`src/hw/exec_pkg.sv`:
```
package exec_pkg;

  // ============================================================
  // widths
  // ============================================================
  localparam int xlen = 32;
  localparam int div_steps = 32; // one quotient bit per step.

  typedef logic [xlen-1:0] word_t;
  typedef logic [xlen-1:0] addr_t;
  typedef logic [4:0] reg_addr_t;
  typedef logic [3:0] byte_en_t;
  typedef logic [3:0] cause_t;

  localparam cause_t cause_instr_misaligned = 4'd0;
  localparam cause_t cause_load_misaligned = 4'd4;
  localparam cause_t cause_store_misaligned = 4'd6;

  // ============================================================
  // operation encodings
  // ============================================================
  typedef enum logic [3:0] {
    add,
    sub,
    sll,
    slt,
    sltu,
    xor_op,
    srl,
    sra,
    or_op,
    and_op
  } alu_op_t;

  typedef enum logic [2:0] {
    beq,
    bne,
    blt,
    bge,
    bltu,
    bgeu
  } bcu_op_t;

  typedef enum logic [2:0] {
    lb,
    lbu,
    lh,
    lhu,
    lw,
    sb,
    sh,
    sw
  } lsu_op_t;

  typedef enum logic [1:0] {
    mul,
    mulh,
    mulhsu,
    mulhu
  } mul_op_t;

  typedef enum logic [1:0] {
    div,
    divu,
    rem,
    remu
  } div_op_t;

  typedef enum logic [1:0] {
    idle,
    busy,
    done
  } div_state_t;

endpackage

```
`src/hw/agu.sv`:
```
`timescale 1ns/100ps

module agu import exec_pkg::*; (
  input word_t rdata1,
  input word_t imm,
  input addr_t pc,
  input logic auipc, jal, jalr, branch, load, store,
  input lsu_op_t lsu_op,
  output addr_t address,
  output byte_en_t byteenable,
  output logic exception,
  output cause_t ecause,
  output word_t etval
);

  addr_t sum;
  logic misaligned;

  // auipc, jal and branch are pc relative; the rest use rs1.
  assign sum = ((jalr | load | store) ? rdata1 : pc) + imm;
  assign address = jalr ? {sum[31:1], 1'b0} : sum;
  assign etval = address;

  always_comb begin
    byteenable = '0;
    misaligned = 1'b0;
    if (load | store) begin
      case (lsu_op)
        lb, lbu, sb: begin
          byteenable = byte_en_t'(4'b0001 << address[1:0]);
        end
        lh, lhu, sh: begin
          byteenable = byte_en_t'(4'b0011 << address[1:0]);
          misaligned = address[0];
        end
        default: begin
          byteenable = 4'b1111; // word access.
          misaligned = |address[1:0];
        end
      endcase
    end
  end

  always_comb begin
    exception = 1'b0;
    ecause = cause_instr_misaligned;
    if ((load | store) & misaligned) begin
      exception = 1'b1;
      ecause = load ? cause_load_misaligned : cause_store_misaligned;
    end else if ((jal | jalr | branch) & address[1] & !auipc) begin
      exception = 1'b1; // target not on a word boundary.
    end
  end

endmodule

```
`src/hw/alu.sv`:
```
`timescale 1ns/100ps

module alu import exec_pkg::*; (
  input word_t rdata1,
  input word_t rdata2,
  input word_t imm,
  input logic sel,
  input alu_op_t alu_op,
  output word_t result
);

  word_t op2;
  logic [4:0] shamt;

  assign op2 = sel ? rdata2 : imm; // register or immediate.
  assign shamt = op2[4:0];

  always_comb begin
    case (alu_op)
      add: begin
        result = rdata1 + op2;
      end
      sub: begin
        result = rdata1 - op2;
      end
      sll: begin
        result = rdata1 << shamt;
      end
      slt: begin
        result = word_t'($signed(rdata1) < $signed(op2));
      end
      sltu: begin
        result = word_t'(rdata1 < op2);
      end
      xor_op: begin
        result = rdata1 ^ op2;
      end
      srl: begin
        result = rdata1 >> shamt;
      end
      sra: begin
        result = word_t'($signed(rdata1) >>> shamt); // keeps the sign bit.
      end
      or_op: begin
        result = rdata1 | op2;
      end
      and_op: begin
        result = rdata1 & op2;
      end
      default: begin
        result = '0;
      end
    endcase
  end

endmodule

```
`src/hw/bcu.sv`:
```
`timescale 1ns/100ps

module bcu import exec_pkg::*; (
  input word_t rdata1,
  input word_t rdata2,
  input bcu_op_t bcu_op,
  output logic taken
);

  logic equal;
  logic less_signed;
  logic less_unsigned;

  assign equal = (rdata1 == rdata2);
  assign less_signed = ($signed(rdata1) < $signed(rdata2));
  assign less_unsigned = (rdata1 < rdata2);

  always_comb begin
    case (bcu_op)
      beq: taken = equal;
      bne: taken = !equal;
      blt: taken = less_signed;
      bge: taken = !less_signed;
      bltu: taken = less_unsigned;
      bgeu: taken = !less_unsigned;
      default: taken = 1'b0;
    endcase
  end

endmodule

```
`src/hw/divider.sv`:
```
`timescale 1ns/100ps

module divider import exec_pkg::*; (
  input logic clk,
  input logic rst,
  input logic clear,
  input logic start,
  input word_t rdata1,
  input word_t rdata2,
  input div_op_t div_op,
  output logic ready,
  output word_t result
);

  div_state_t state;
  logic [4:0] count;
  word_t quotient;
  word_t remainder;
  word_t divisor;
  logic neg_q;
  logic neg_r;
  logic want_rem;

  logic signed_op;
  word_t mag_a;
  word_t mag_b;
  logic [xlen+1:0] diff;

  assign signed_op = (div_op == div) | (div_op == rem);
  assign mag_a = (signed_op & rdata1[xlen-1]) ? -rdata1 : rdata1;
  assign mag_b = (signed_op & rdata2[xlen-1]) ? -rdata2 : rdata2;

  // trial subtract of the shifted partial remainder.
  assign diff = {1'b0, remainder, quotient[xlen-1]} - {2'b00, divisor};

  always_ff @(posedge clk) begin
    if (rst == 0 || clear) begin
      state <= idle;
    end else begin
      case (state)
        busy: begin
          if (count == 5'(div_steps - 1)) begin
            state <= done;
          end
        end
        default: begin
          if (start) begin
            state <= busy;
          end
        end
      endcase
    end
  end

  always_ff @(posedge clk) begin
    if (start && state != busy) begin
      quotient <= mag_a;
      remainder <= '0;
      divisor <= mag_b;
      count <= '0;
      // a zero divisor already yields all ones, so no sign flip.
      neg_q <= signed_op & (rdata1[xlen-1] ^ rdata2[xlen-1]) & (rdata2 != '0);
      neg_r <= signed_op & rdata1[xlen-1];
      want_rem <= (div_op == rem) | (div_op == remu);
    end else if (state == busy) begin
      count <= count + 5'd1;
      if (diff[xlen+1]) begin
        remainder <= {remainder[xlen-2:0], quotient[xlen-1]}; // restore.
        quotient <= {quotient[xlen-2:0], 1'b0};
      end else begin
        remainder <= diff[xlen-1:0];
        quotient <= {quotient[xlen-2:0], 1'b1};
      end
    end
  end

  assign ready = (state == done);

  always_comb begin
    if (want_rem) begin
      result = neg_r ? -remainder : remainder;
    end else begin
      result = neg_q ? -quotient : quotient;
    end
  end

endmodule

```
`src/hw/execute_stage.sv`:
```
`timescale 1ns/100ps

module execute_stage import exec_pkg::*; (
  input logic clk,
  input logic rst,
  input logic clear,
  input logic mem_stall,
  // decode side
  input logic valid,
  input addr_t pc, npc,
  input word_t imm, rdata1, rdata2,
  input logic rden2,
  input reg_addr_t waddr,
  input logic wren,
  input alu_op_t alu_op,
  input bcu_op_t bcu_op,
  input lsu_op_t lsu_op,
  input mul_op_t mul_op,
  input div_op_t div_op,
  input logic auipc, lui, jal, jalr, branch, load, store,
  input logic multiplication, division,
  // function unit operands
  output word_t op_rdata1, op_rdata2, op_imm,
  output logic op_sel,
  output alu_op_t op_alu_op,
  output bcu_op_t op_bcu_op,
  output mul_op_t op_mul_op,
  output div_op_t op_div_op,
  // function unit results
  input word_t alu_result, mul_result, div_result,
  input logic taken, div_ready, agu_exception,
  input addr_t agu_address,
  input byte_en_t agu_byteenable,
  input cause_t agu_ecause,
  input word_t agu_etval,
  output logic div_start,
  output logic stall,
  // memory stage
  output logic q_valid, q_wren, q_load, q_store, q_jump, q_exception,
  output reg_addr_t q_waddr,
  output word_t q_wdata,
  output addr_t q_address,
  output byte_en_t q_byteenable,
  output word_t q_sdata,
  output lsu_op_t q_lsu_op,
  output cause_t q_ecause,
  output word_t q_etval
);

  logic div_active;
  logic kill;
  word_t wdata;
  logic n_valid, n_wren, n_load, n_store, n_jump, n_exception;

  assign op_rdata1 = rdata1;
  assign op_rdata2 = rdata2;
  assign op_imm = imm;
  assign op_sel = rden2;
  assign op_alu_op = alu_op;
  assign op_bcu_op = bcu_op;
  assign op_mul_op = mul_op;
  assign op_div_op = div_op;

  // ============================================================
  // divide handshake
  // ============================================================
  assign div_start = valid & division & !clear & !div_active;
  assign stall = valid & division & !clear & !(div_active & div_ready);

  always_ff @(posedge clk) begin
    if (rst == 0 || clear) begin
      div_active <= 1'b0;
    end else if (div_start) begin
      div_active <= 1'b1;
    end else if (div_ready && !mem_stall) begin
      div_active <= 1'b0; // result leaves this edge.
    end
  end

  // ============================================================
  // writeback select and exception suppression
  // ============================================================
  always_comb begin
    if (auipc) begin
      wdata = agu_address;
    end else if (lui) begin
      wdata = imm;
    end else if (jal | jalr) begin
      wdata = npc;
    end else if (multiplication) begin
      wdata = mul_result;
    end else if (division) begin
      wdata = div_result;
    end else begin
      wdata = alu_result;
    end
  end

  assign kill = stall | clear | !valid;

  always_comb begin
    n_valid = valid;
    n_wren = wren & (waddr != '0); // x0 is never written.
    n_load = load;
    n_store = store;
    n_jump = jal | jalr | (branch & taken);
    n_exception = agu_exception;
    if (n_exception) begin
      if (load) begin
        n_load = 1'b0;
        n_wren = 1'b0;
      end else if (store) begin
        n_store = 1'b0;
      end else if (n_jump) begin
        n_jump = 1'b0;
        n_wren = 1'b0;
      end else begin
        n_exception = 1'b0;
      end
    end
    if (kill) begin
      n_valid = 1'b0;
      n_wren = 1'b0;
      n_load = 1'b0;
      n_store = 1'b0;
      n_jump = 1'b0;
      n_exception = 1'b0;
    end
  end

  // ============================================================
  // pipeline register
  // ============================================================
  always_ff @(posedge clk) begin
    if (rst == 0) begin
      q_valid <= 1'b0;
      q_wren <= 1'b0;
      q_load <= 1'b0;
      q_store <= 1'b0;
      q_jump <= 1'b0;
      q_exception <= 1'b0;
    end else if (clear || !mem_stall) begin
      q_valid <= n_valid;
      q_wren <= n_wren;
      q_load <= n_load;
      q_store <= n_store;
      q_jump <= n_jump;
      q_exception <= n_exception;
    end
  end

  always_ff @(posedge clk) begin
    if (!mem_stall) begin
      q_waddr <= waddr;
      q_wdata <= wdata;
      q_address <= agu_address;
      q_byteenable <= agu_byteenable;
      q_sdata <= rdata2;
      q_lsu_op <= lsu_op;
      q_ecause <= agu_ecause;
      q_etval <= agu_etval;
    end
  end

endmodule

```
`src/hw/execute_unit.sv`:
```
`timescale 1ns/100ps

module execute_unit import exec_pkg::*; (
  input logic clk,
  input logic rst,
  input logic clear,
  input logic mem_stall,
  input logic valid,
  input addr_t pc, npc,
  input word_t imm, rdata1, rdata2,
  input logic rden2,
  input reg_addr_t waddr,
  input logic wren,
  input alu_op_t alu_op,
  input bcu_op_t bcu_op,
  input lsu_op_t lsu_op,
  input mul_op_t mul_op,
  input div_op_t div_op,
  input logic auipc, lui, jal, jalr, branch, load, store,
  input logic multiplication, division,
  output logic stall,
  output logic q_valid, q_wren, q_load, q_store, q_jump, q_exception,
  output reg_addr_t q_waddr,
  output word_t q_wdata,
  output addr_t q_address,
  output byte_en_t q_byteenable,
  output word_t q_sdata,
  output lsu_op_t q_lsu_op,
  output cause_t q_ecause,
  output word_t q_etval
);

  word_t op_rdata1, op_rdata2, op_imm;
  logic op_sel;
  alu_op_t op_alu_op;
  bcu_op_t op_bcu_op;
  mul_op_t op_mul_op;
  div_op_t op_div_op;

  word_t alu_result, mul_result, div_result;
  logic taken, div_ready, div_start;
  logic agu_exception;
  addr_t agu_address;
  byte_en_t agu_byteenable;
  cause_t agu_ecause;
  word_t agu_etval;

  execute_stage u_stage (.*);

  alu u_alu (
    .rdata1(op_rdata1), .rdata2(op_rdata2), .imm(op_imm),
    .sel(op_sel), .alu_op(op_alu_op), .result(alu_result)
  );

  bcu u_bcu (
    .rdata1(op_rdata1), .rdata2(op_rdata2), .bcu_op(op_bcu_op), .taken(taken)
  );

  agu u_agu (
    .rdata1(op_rdata1), .imm(op_imm), .pc(pc),
    .auipc(auipc), .jal(jal), .jalr(jalr), .branch(branch),
    .load(load), .store(store), .lsu_op(lsu_op),
    .address(agu_address), .byteenable(agu_byteenable),
    .exception(agu_exception), .ecause(agu_ecause), .etval(agu_etval)
  );

  multiplier u_mul (
    .rdata1(op_rdata1), .rdata2(op_rdata2), .mul_op(op_mul_op), .result(mul_result)
  );

  divider u_div (
    .clk(clk), .rst(rst), .clear(clear), .start(div_start),
    .rdata1(op_rdata1), .rdata2(op_rdata2), .div_op(op_div_op),
    .ready(div_ready), .result(div_result)
  );

endmodule

```
`src/hw/multiplier.sv`:
```
`timescale 1ns/100ps

module multiplier import exec_pkg::*; (
  input word_t rdata1,
  input word_t rdata2,
  input mul_op_t mul_op,
  output word_t result
);

  logic signed_a;
  logic signed_b;
  logic signed [xlen:0] op1;
  logic signed [xlen:0] op2;
  logic signed [2*xlen+1:0] product;

  // mulhsu treats only rs1 as signed.
  assign signed_a = (mul_op == mulh) | (mul_op == mulhsu);
  assign signed_b = (mul_op == mulh);

  assign op1 = {signed_a & rdata1[xlen-1], rdata1};
  assign op2 = {signed_b & rdata2[xlen-1], rdata2};

  assign product = op1 * op2;

  assign result = (mul_op == mul) ? product[xlen-1:0] : product[2*xlen-1:xlen];

endmodule

```
`config.mk`:
```
export PLATFORM = sky130hd
export DESIGN_NAME = execute_unit
export DESIGN_NICKNAME = d
export VERILOG_FILES = /design/src/hw/exec_pkg.sv /design/src/hw/agu.sv /design/src/hw/alu.sv /design/src/hw/bcu.sv /design/src/hw/divider.sv /design/src/hw/execute_stage.sv /design/src/hw/execute_unit.sv /design/src/hw/multiplier.sv
export SDC_FILE = /design/constraint.sdc
export NUM_CORES = 2
export LEC_CHECK = 0
export ABC_AREA = 0
export BUFFER_PORTS_ARGS = -buffer_cell sky130_fd_sc_hd__buf_2
export CAP_MARGIN = 20
export CORE_AREA = 4 4 382 384
export CTS_BUF_LIST = sky130_fd_sc_hd__clkbuf_4
export CTS_CLUSTER_SIZE = 24
export DETAILED_ROUTE_END_ITERATION = 8
export DIE_AREA = 0 0 386 388
export PLACE_DENSITY = 0.72
export SLEW_MARGIN = 0
export SYNTH_ARGS = -nofsm -noshare
export SYNTH_HDL_FRONTEND = slang
export SYNTH_SLANG_ARGS = --single-unit
```
`constraint.sdc`:
```
create_clock -name clk -period 17.8 [get_ports clk]
set_input_delay 1.78 -clock clk [delete_from_list [all_inputs] [get_ports clk]]
set_output_delay 1.78 -clock clk [all_outputs]
set_load 0.01 [all_outputs]
```
# Word-level counts from Yosys, hierarchy flattened
# Cells that the tools add are included.
word_totals:
  regBits: 225
  input_bits: 195
  output_inout_bits: 151
op_classes:
  addsub: 9
  n_mul: 1
  n_lt_le_gt_ge: 4
  eq_ne: 29
  shifts: 5
  mux: 51
  bitwise_logic: 32
  reduce_logical: 27
ops:
  columns: ["operator", "n"]
  rows:
  - ["2-to-1 mux 32 bit", 16]
  - ["case mux 32 bit (10 select lines)", 1]
  - ["less-than comparator 32 bit", 4]
  - ["negator 32 bit", 4]
  - ["adder 32 bit", 2]
  - ["multiplier 33 x 33 -> 64 bit", 1]
  - ["subtractor 33 x 32 -> 34 bit", 1]
  - ["AND 32 bit", 1]
  - ["== test 32 bit", 1]
  - ["bitwise OR 32 bit", 1]
  - ["nonzero test 32 bit", 1]
  - ["<< shifter 32 x 5 -> 32 bit", 1]
  - [">> shifter 32 x 5 -> 32 bit", 1]
  - [">>> shifter 32 x 5 -> 32 bit", 1]
  - ["subtractor 32 bit", 1]
  - ["bitwise XOR 32 bit", 1]
  - ["2-to-1 mux 1 bit", 27]
  - ["AND 1 bit", 16]
  - ["== test 4 x 3 -> 1 bit (second input constant)", 4]
  - ["== test 3 x 2 -> 1 bit (second input constant)", 4]
  - ["== test 3 bit (second input constant)", 4]
  - ["bitwise OR 1 bit", 11]
  - ["logical NOT 1 bit", 9]
  - ["== test 2 bit (second input constant)", 4]
  - ["other kinds (26)", 41]

# Depth between registers and ports, before layout
logic_depth:
  depth_word: 12
  ltp_mapped: 34

# Modules after synthesis
# From an unflattened synthesis, not the netlist that was laid out.
unflattened:
  cells_unflattened: 7848
  area_unflattened_um2: 67238.2
by_module_without_submodules:
  columns: ["module", "instances", "cells_per_inst", "area_each_um2"]
  rows:
  - ["multiplier", 1, 4318, 38411.8]
  - ["alu", 1, 1403, 9103.7]
  - ["divider", 1, 1067, 8864.8]
  - ["execute_stage", 1, 584, 7424.6]
  - ["agu", 1, 353, 2542.4]
  - ["bcu", 1, 123, 890.9]

# Worst setup path before layout
# Ideal clock, no wire load.
synth_path:
  path_type: "in2reg"
  startpoint: "input mul_op[1]"
  endpoint: "register u_stage.q_wdata[27] (data pin)"
  setup_time_ns: 0.275
  arrival_time_ns: 9.782
  t_required_ns: 17.525
  slack_ns: 7.743
  stages: 33
  cell_sequence: "inv_1 ha_1 and2_1 clkbuf_1 clkbuf_1 nand2_1 inv_1 fa_1 inv_1 fa_1 inv_1 fa_1 fa_1 inv_1 fa_1 inv_1 fa_1 inv_1 fa_1 fa_1 inv_1 ha_1 clkbuf_1 nand4_1 nor3_1 nand4bb_1 o2bb2ai_1 o21ai_1 o21bai_1 xnor2_1 o21ai_0 o221ai_1 o221ai_1"
synth_via:
  elab_chain_len: 9
  word_cells_on_any_way: 12
  classes_between: "mul (1); eq/ne (2); mux (5); bitwise (3); reduce/logical (1)"
synth_lines:
  columns: ["item", "line_no", "text"]
  rows:
  - ["start, declared", "execute_unit.sv:17", "input mul_op_t mul_op,"]
  - ["== test 2 x 1 -> 1 bit or == test 2 bit (tied branches)", "multiplier.sv:17, multiplier.sv:18", null]
  - ["bitwise OR 1 bit", "multiplier.sv:17", "assign signed_a = (mul_op == mulh) | (mul_op == mulhsu);"]
  - ["AND 1 bit", "multiplier.sv:20", "assign op1 = {signed_a & rdata1[xlen-1], rdata1};"]
  - ["multiplier 33 x 33 -> 64 bit", "multiplier.sv:23", "assign product = op1 * op2;"]
  - ["2-to-1 mux 32 bit (*)", "multiplier.sv:25", "assign result = (mul_op == mul) ? product[xlen-1:0] : product[2*xlen-1:xlen];"]
  - ["2-to-1 mux 32 bit (*)", "execute_stage.sv:90", "end else if (multiplication) begin"]
  - ["2-to-1 mux 32 bit (*)", "execute_stage.sv:88", "end else if (jal | jalr) begin"]
  - ["2-to-1 mux 32 bit (*)", "execute_stage.sv:86", "end else if (lui) begin"]
  - ["2-to-1 mux 32 bit (*)", "execute_stage.sv:84", "if (auipc) begin"]
  - ["named net u_stage.wdata[27]", "execute_stage.sv:52", "word_t wdata;"]
  - ["end signal, assigned", "execute_stage.sv:155", "q_wdata <= wdata;"]
  - ["end, declared", "execute_stage.sv:41", "output word_t q_wdata,"]
# The timed path passes the listed nets; every way through them passes the cells marked *.
# A chain may end at the register's enable or synchronous reset.

# Worst setup path after layout
# Ends and elaborated chain as after synthesis.

==> impl_metrics.json <==
{
  "ioPinCount": 346,
  "skew_ns": 0.202,
  "hold-worst-slack_ns": 0.468,
  "fp.coreArea_sq_um": 143000,
  "worst-r2r-cell-count": 10,
  "holdCritStartpoint": "u_div.count[4]$_SDFFE_PP0P_",
  "clkSinkCount": 223,
  "rsz0062_at_grt": "no",
  "synth_edf_count": 177,
  "min_path_cells": 2,
  "grt_max_degree": 91,
  "dpl.hpwl_um": 226000,
  "cts.clk_slew.worst_paths_ns": 0.06,
  "fin_util_pct": 47.9,
  "start_kind": "primary input",
  "syn_inst": 7639,
  "dieWidth_um": 386,
  "setup_tns_ns": 0,
  "hold_end": "u_div.count[4]$_SDFFE_PP0P_",
  "clk_latency_ns": 1.08,
  "grt_pass1_vias": 60700,
  "portBuffers": 343,
  "drtIter0Drc": 7930,
  "cts_made_buffers": 73,
  "drive_above_1_share_pct": 9.28,
  "ant_nets": 0,
  "worstPathArrival_ns": 11.97,
  "ctsHoldBuffers": 0,
  "layout_common_cells": "inv_1 (1398), fa_1 (1129), nand2_1 (1101)",
  "synth_area_sq_um": 63700,
  "layout.nets": 9508,
  "crit_fanout": 18,
  "finalCritPeriodShare_pct": 62.5,
  "slew_violations": 0,
  "reg2reg_setup_slack_ns": 13.74,
  "crit_type": "primary input to register",
  "grt_util_all_layers_pct": 38.6,
  "synth_seq_area_share_pct": 9.78,
  "yosysTopAreaCellShare_pct": 35.5,
  "grt_pass1_wl_um": 418000,
  "num_rows": 139,
  "cts-resized-gates": 0,
  "syn2layout_area_growth_pct": 7.24,
  "slew_headroom_pct": 8.40,
  "cts_buffer_depth": 3,
  "start_util_pct": 44.6,
  "final_common_cell": "inv_1",
  "post_cts_buffers": 0,
  "timing.rr.end": "u_stage.q_wdata[28]$_DFFE_PN_",
  "cts-root-buf": "clkbuf_4",
  "synth_top_cell_by_area": "fa_1",
  "ys.flop_type": "edfxtp_1",
  "outcome": "finished clean",
  "wl_per_cell_um": 30.1,
  "wl_um": 293000,
  "crit_required_ns": 18.64,
  "hold_viol": 0,
  "die_h_um": 388,
  "drt-pass1-iter-count": 9,
  "reg2reg_from": "u_div.quotient[2]$_DFFE_PP_",
  "vias": 60000,
  "overflow": 0,
  "cpMaxStageDelayCell": "fa_1",
  "ys_async_sr_fraction_pct": 0,
  "yosys-top-cells-area": "fa_1 (35%), ha_1 (8.7%), edfxtp_1 (8.3%), inv_1 (8.3%), nand2_1 (6.5%)",
  "vias_per_cell": 6.17,
  "hp-class": "register to register",
  "ys_seq_elements": 223,
  "gp_congestion": 1.10,
  "ys_warn_count": 0,
  "h-tree-depth": 3,
  "cts_tree": "built",
  "drcViolationCount": 0,
  "setup_viol": 0,
  "synth_cell_types": 113,
  "grt_antenna_before_repair": 31,
  "cpPeakStageDelay_ns": 0.92,
  "timing.max_cap.violations": 0,
  "avgSynthCellArea_sq_um": 8.34,
  "die_area_sq_um": 150000,
  "tightest_slew_ns": 1.37,
  "max_freq_mhz": 89.9,
  "period_needed_ns": 11.12,
  "end_kind": "register"
}
## layout make-up
type	instances	area [sq um]
sequential	223	6240
timing repair buffer	512	3110
multi-input combinational	5503	50200
antenna	22	55.1
fill	13700	74400
inverter	1427	5370
clock buffer	99	743
clock inverter	36	302
tap	1903	2380
## how the worst max path moves through the flow
| stage | to | depth (start not counted) | from | slack, ns |
|---|---|---|---|---|
| floorplan | u_stage.q_wdata[27]$_DFFE_PN_ | 33 | mul_op[1] | 7.74 |
| global placement | u_stage.q_wdata[27]$_DFFE_PN_ | 31 | mul_op[1] | 6.08 |
| detailed placement | u_stage.q_wdata[27]$_DFFE_PN_ | 31 | mul_op[1] | 5.81 |
| CTS | u_stage.q_wdata[27]$_DFFE_PN_ | 31 | mul_op[1] | 6.91 |
| global route | u_stage.q_wdata[27]$_DFFE_PN_ | 31 | mul_op[1] | 6.19 |
| finish | u_stage.q_wdata[27]$_DFFE_PN_ | 31 | mul_op[1] | 6.68 |
## cells by family after synthesis
kind of cell,after synthesis,share of synthesized area (%)
simple gates,2161,14.4
other cells,1,0.00588
flops,223,9.78
fa+ha+maj,1573,44.2
xor+xnor,249,3.42
mux,199,3.19
compound gates,1319,13.4
buf+inv,1914,11.6
## critical path, delay by kind of cell
kind / cells / cell delay (ns)
AND/OR/NAND/NOR: 5 / 1.70
adder cells (fa/ha/maj): 10 / 5.45
AO/OA/AOI/OAI: 6 / 1.74
XOR/XNOR: 1 / 0.08
buffers and inverters: 9 / 1.19
## stage by stage
step                setup slack [ns]  cells  cell area (sq um)
detailed placement              5.81   9559              67100
CTS                             6.91   9694              68200
floorplan                       7.74   7640              63700
global placement                6.08   9557              67100
finish                          6.68   9725              68400
global route                    6.19   9707              68300
## synthesized netlist by cell type, types with 23 or more instances
| cell | instances |
|---|---|
| a211oi_1 | 54 |
| a21o_1 | 88 |
| a21oi_1 | 368 |
| a221oi_1 | 35 |
| a31oi_1 | 61 |
| and3_1 | 44 |
| buf_1 | 87 |
| buf_2 | 23 |
| buf_4 | 40 |
| clkbuf_1 | 333 |
| dfxtp_1 | 46 |
| edfxtp_1 | 177 |
| fa_1 | 1129 |
| ha_1 | 444 |
| inv_1 | 1401 |
| mux2i_1 | 176 |
| nand2_1 | 1102 |
| nand2b_1 | 39 |
| nand3_1 | 65 |
| nand4_1 | 37 |
| nor2_1 | 624 |
| nor2b_1 | 26 |
| nor3_1 | 79 |
| nor4_1 | 23 |
| o211ai_1 | 44 |
| o21a_1 | 39 |
| o21ai_0 | 280 |
| o21ai_1 | 23 |
| o21bai_1 | 28 |
| o221ai_1 | 29 |
| o22ai_1 | 36 |
| o31ai_1 | 39 |
| or3_1 | 30 |
| xnor2_1 | 180 |
| xor2_1 | 69 |
## sequential cells by signal, summed over array words and instances, names as in the netlist, 3 cells and up
| register | flops |
|---|---|
| u_div.count | 5 |
| u_div.divisor | 32 |
| u_div.quotient | 32 |
| u_div.remainder | 32 |
| u_stage.q_address | 32 |
| u_stage.q_byteenable | 4 |
| u_stage.q_lsu_op | 3 |
| u_stage.q_sdata | 32 |
| u_stage.q_waddr | 5 |
| u_stage.q_wdata | 32 |
## routing by layer
layer,vias to the layer above,part of all wire (%),GRT usage [%]
li1,24600,-,-
met1,29700,35,47.4
met2,4485,41,54.8
met3,1182,14,14.3
met4,18,9.6,29.3
met5,-,0.042,0
Power is not shown: default switching activity piles up to over one toggle a cycle in this logic, so the estimate is an artifact.
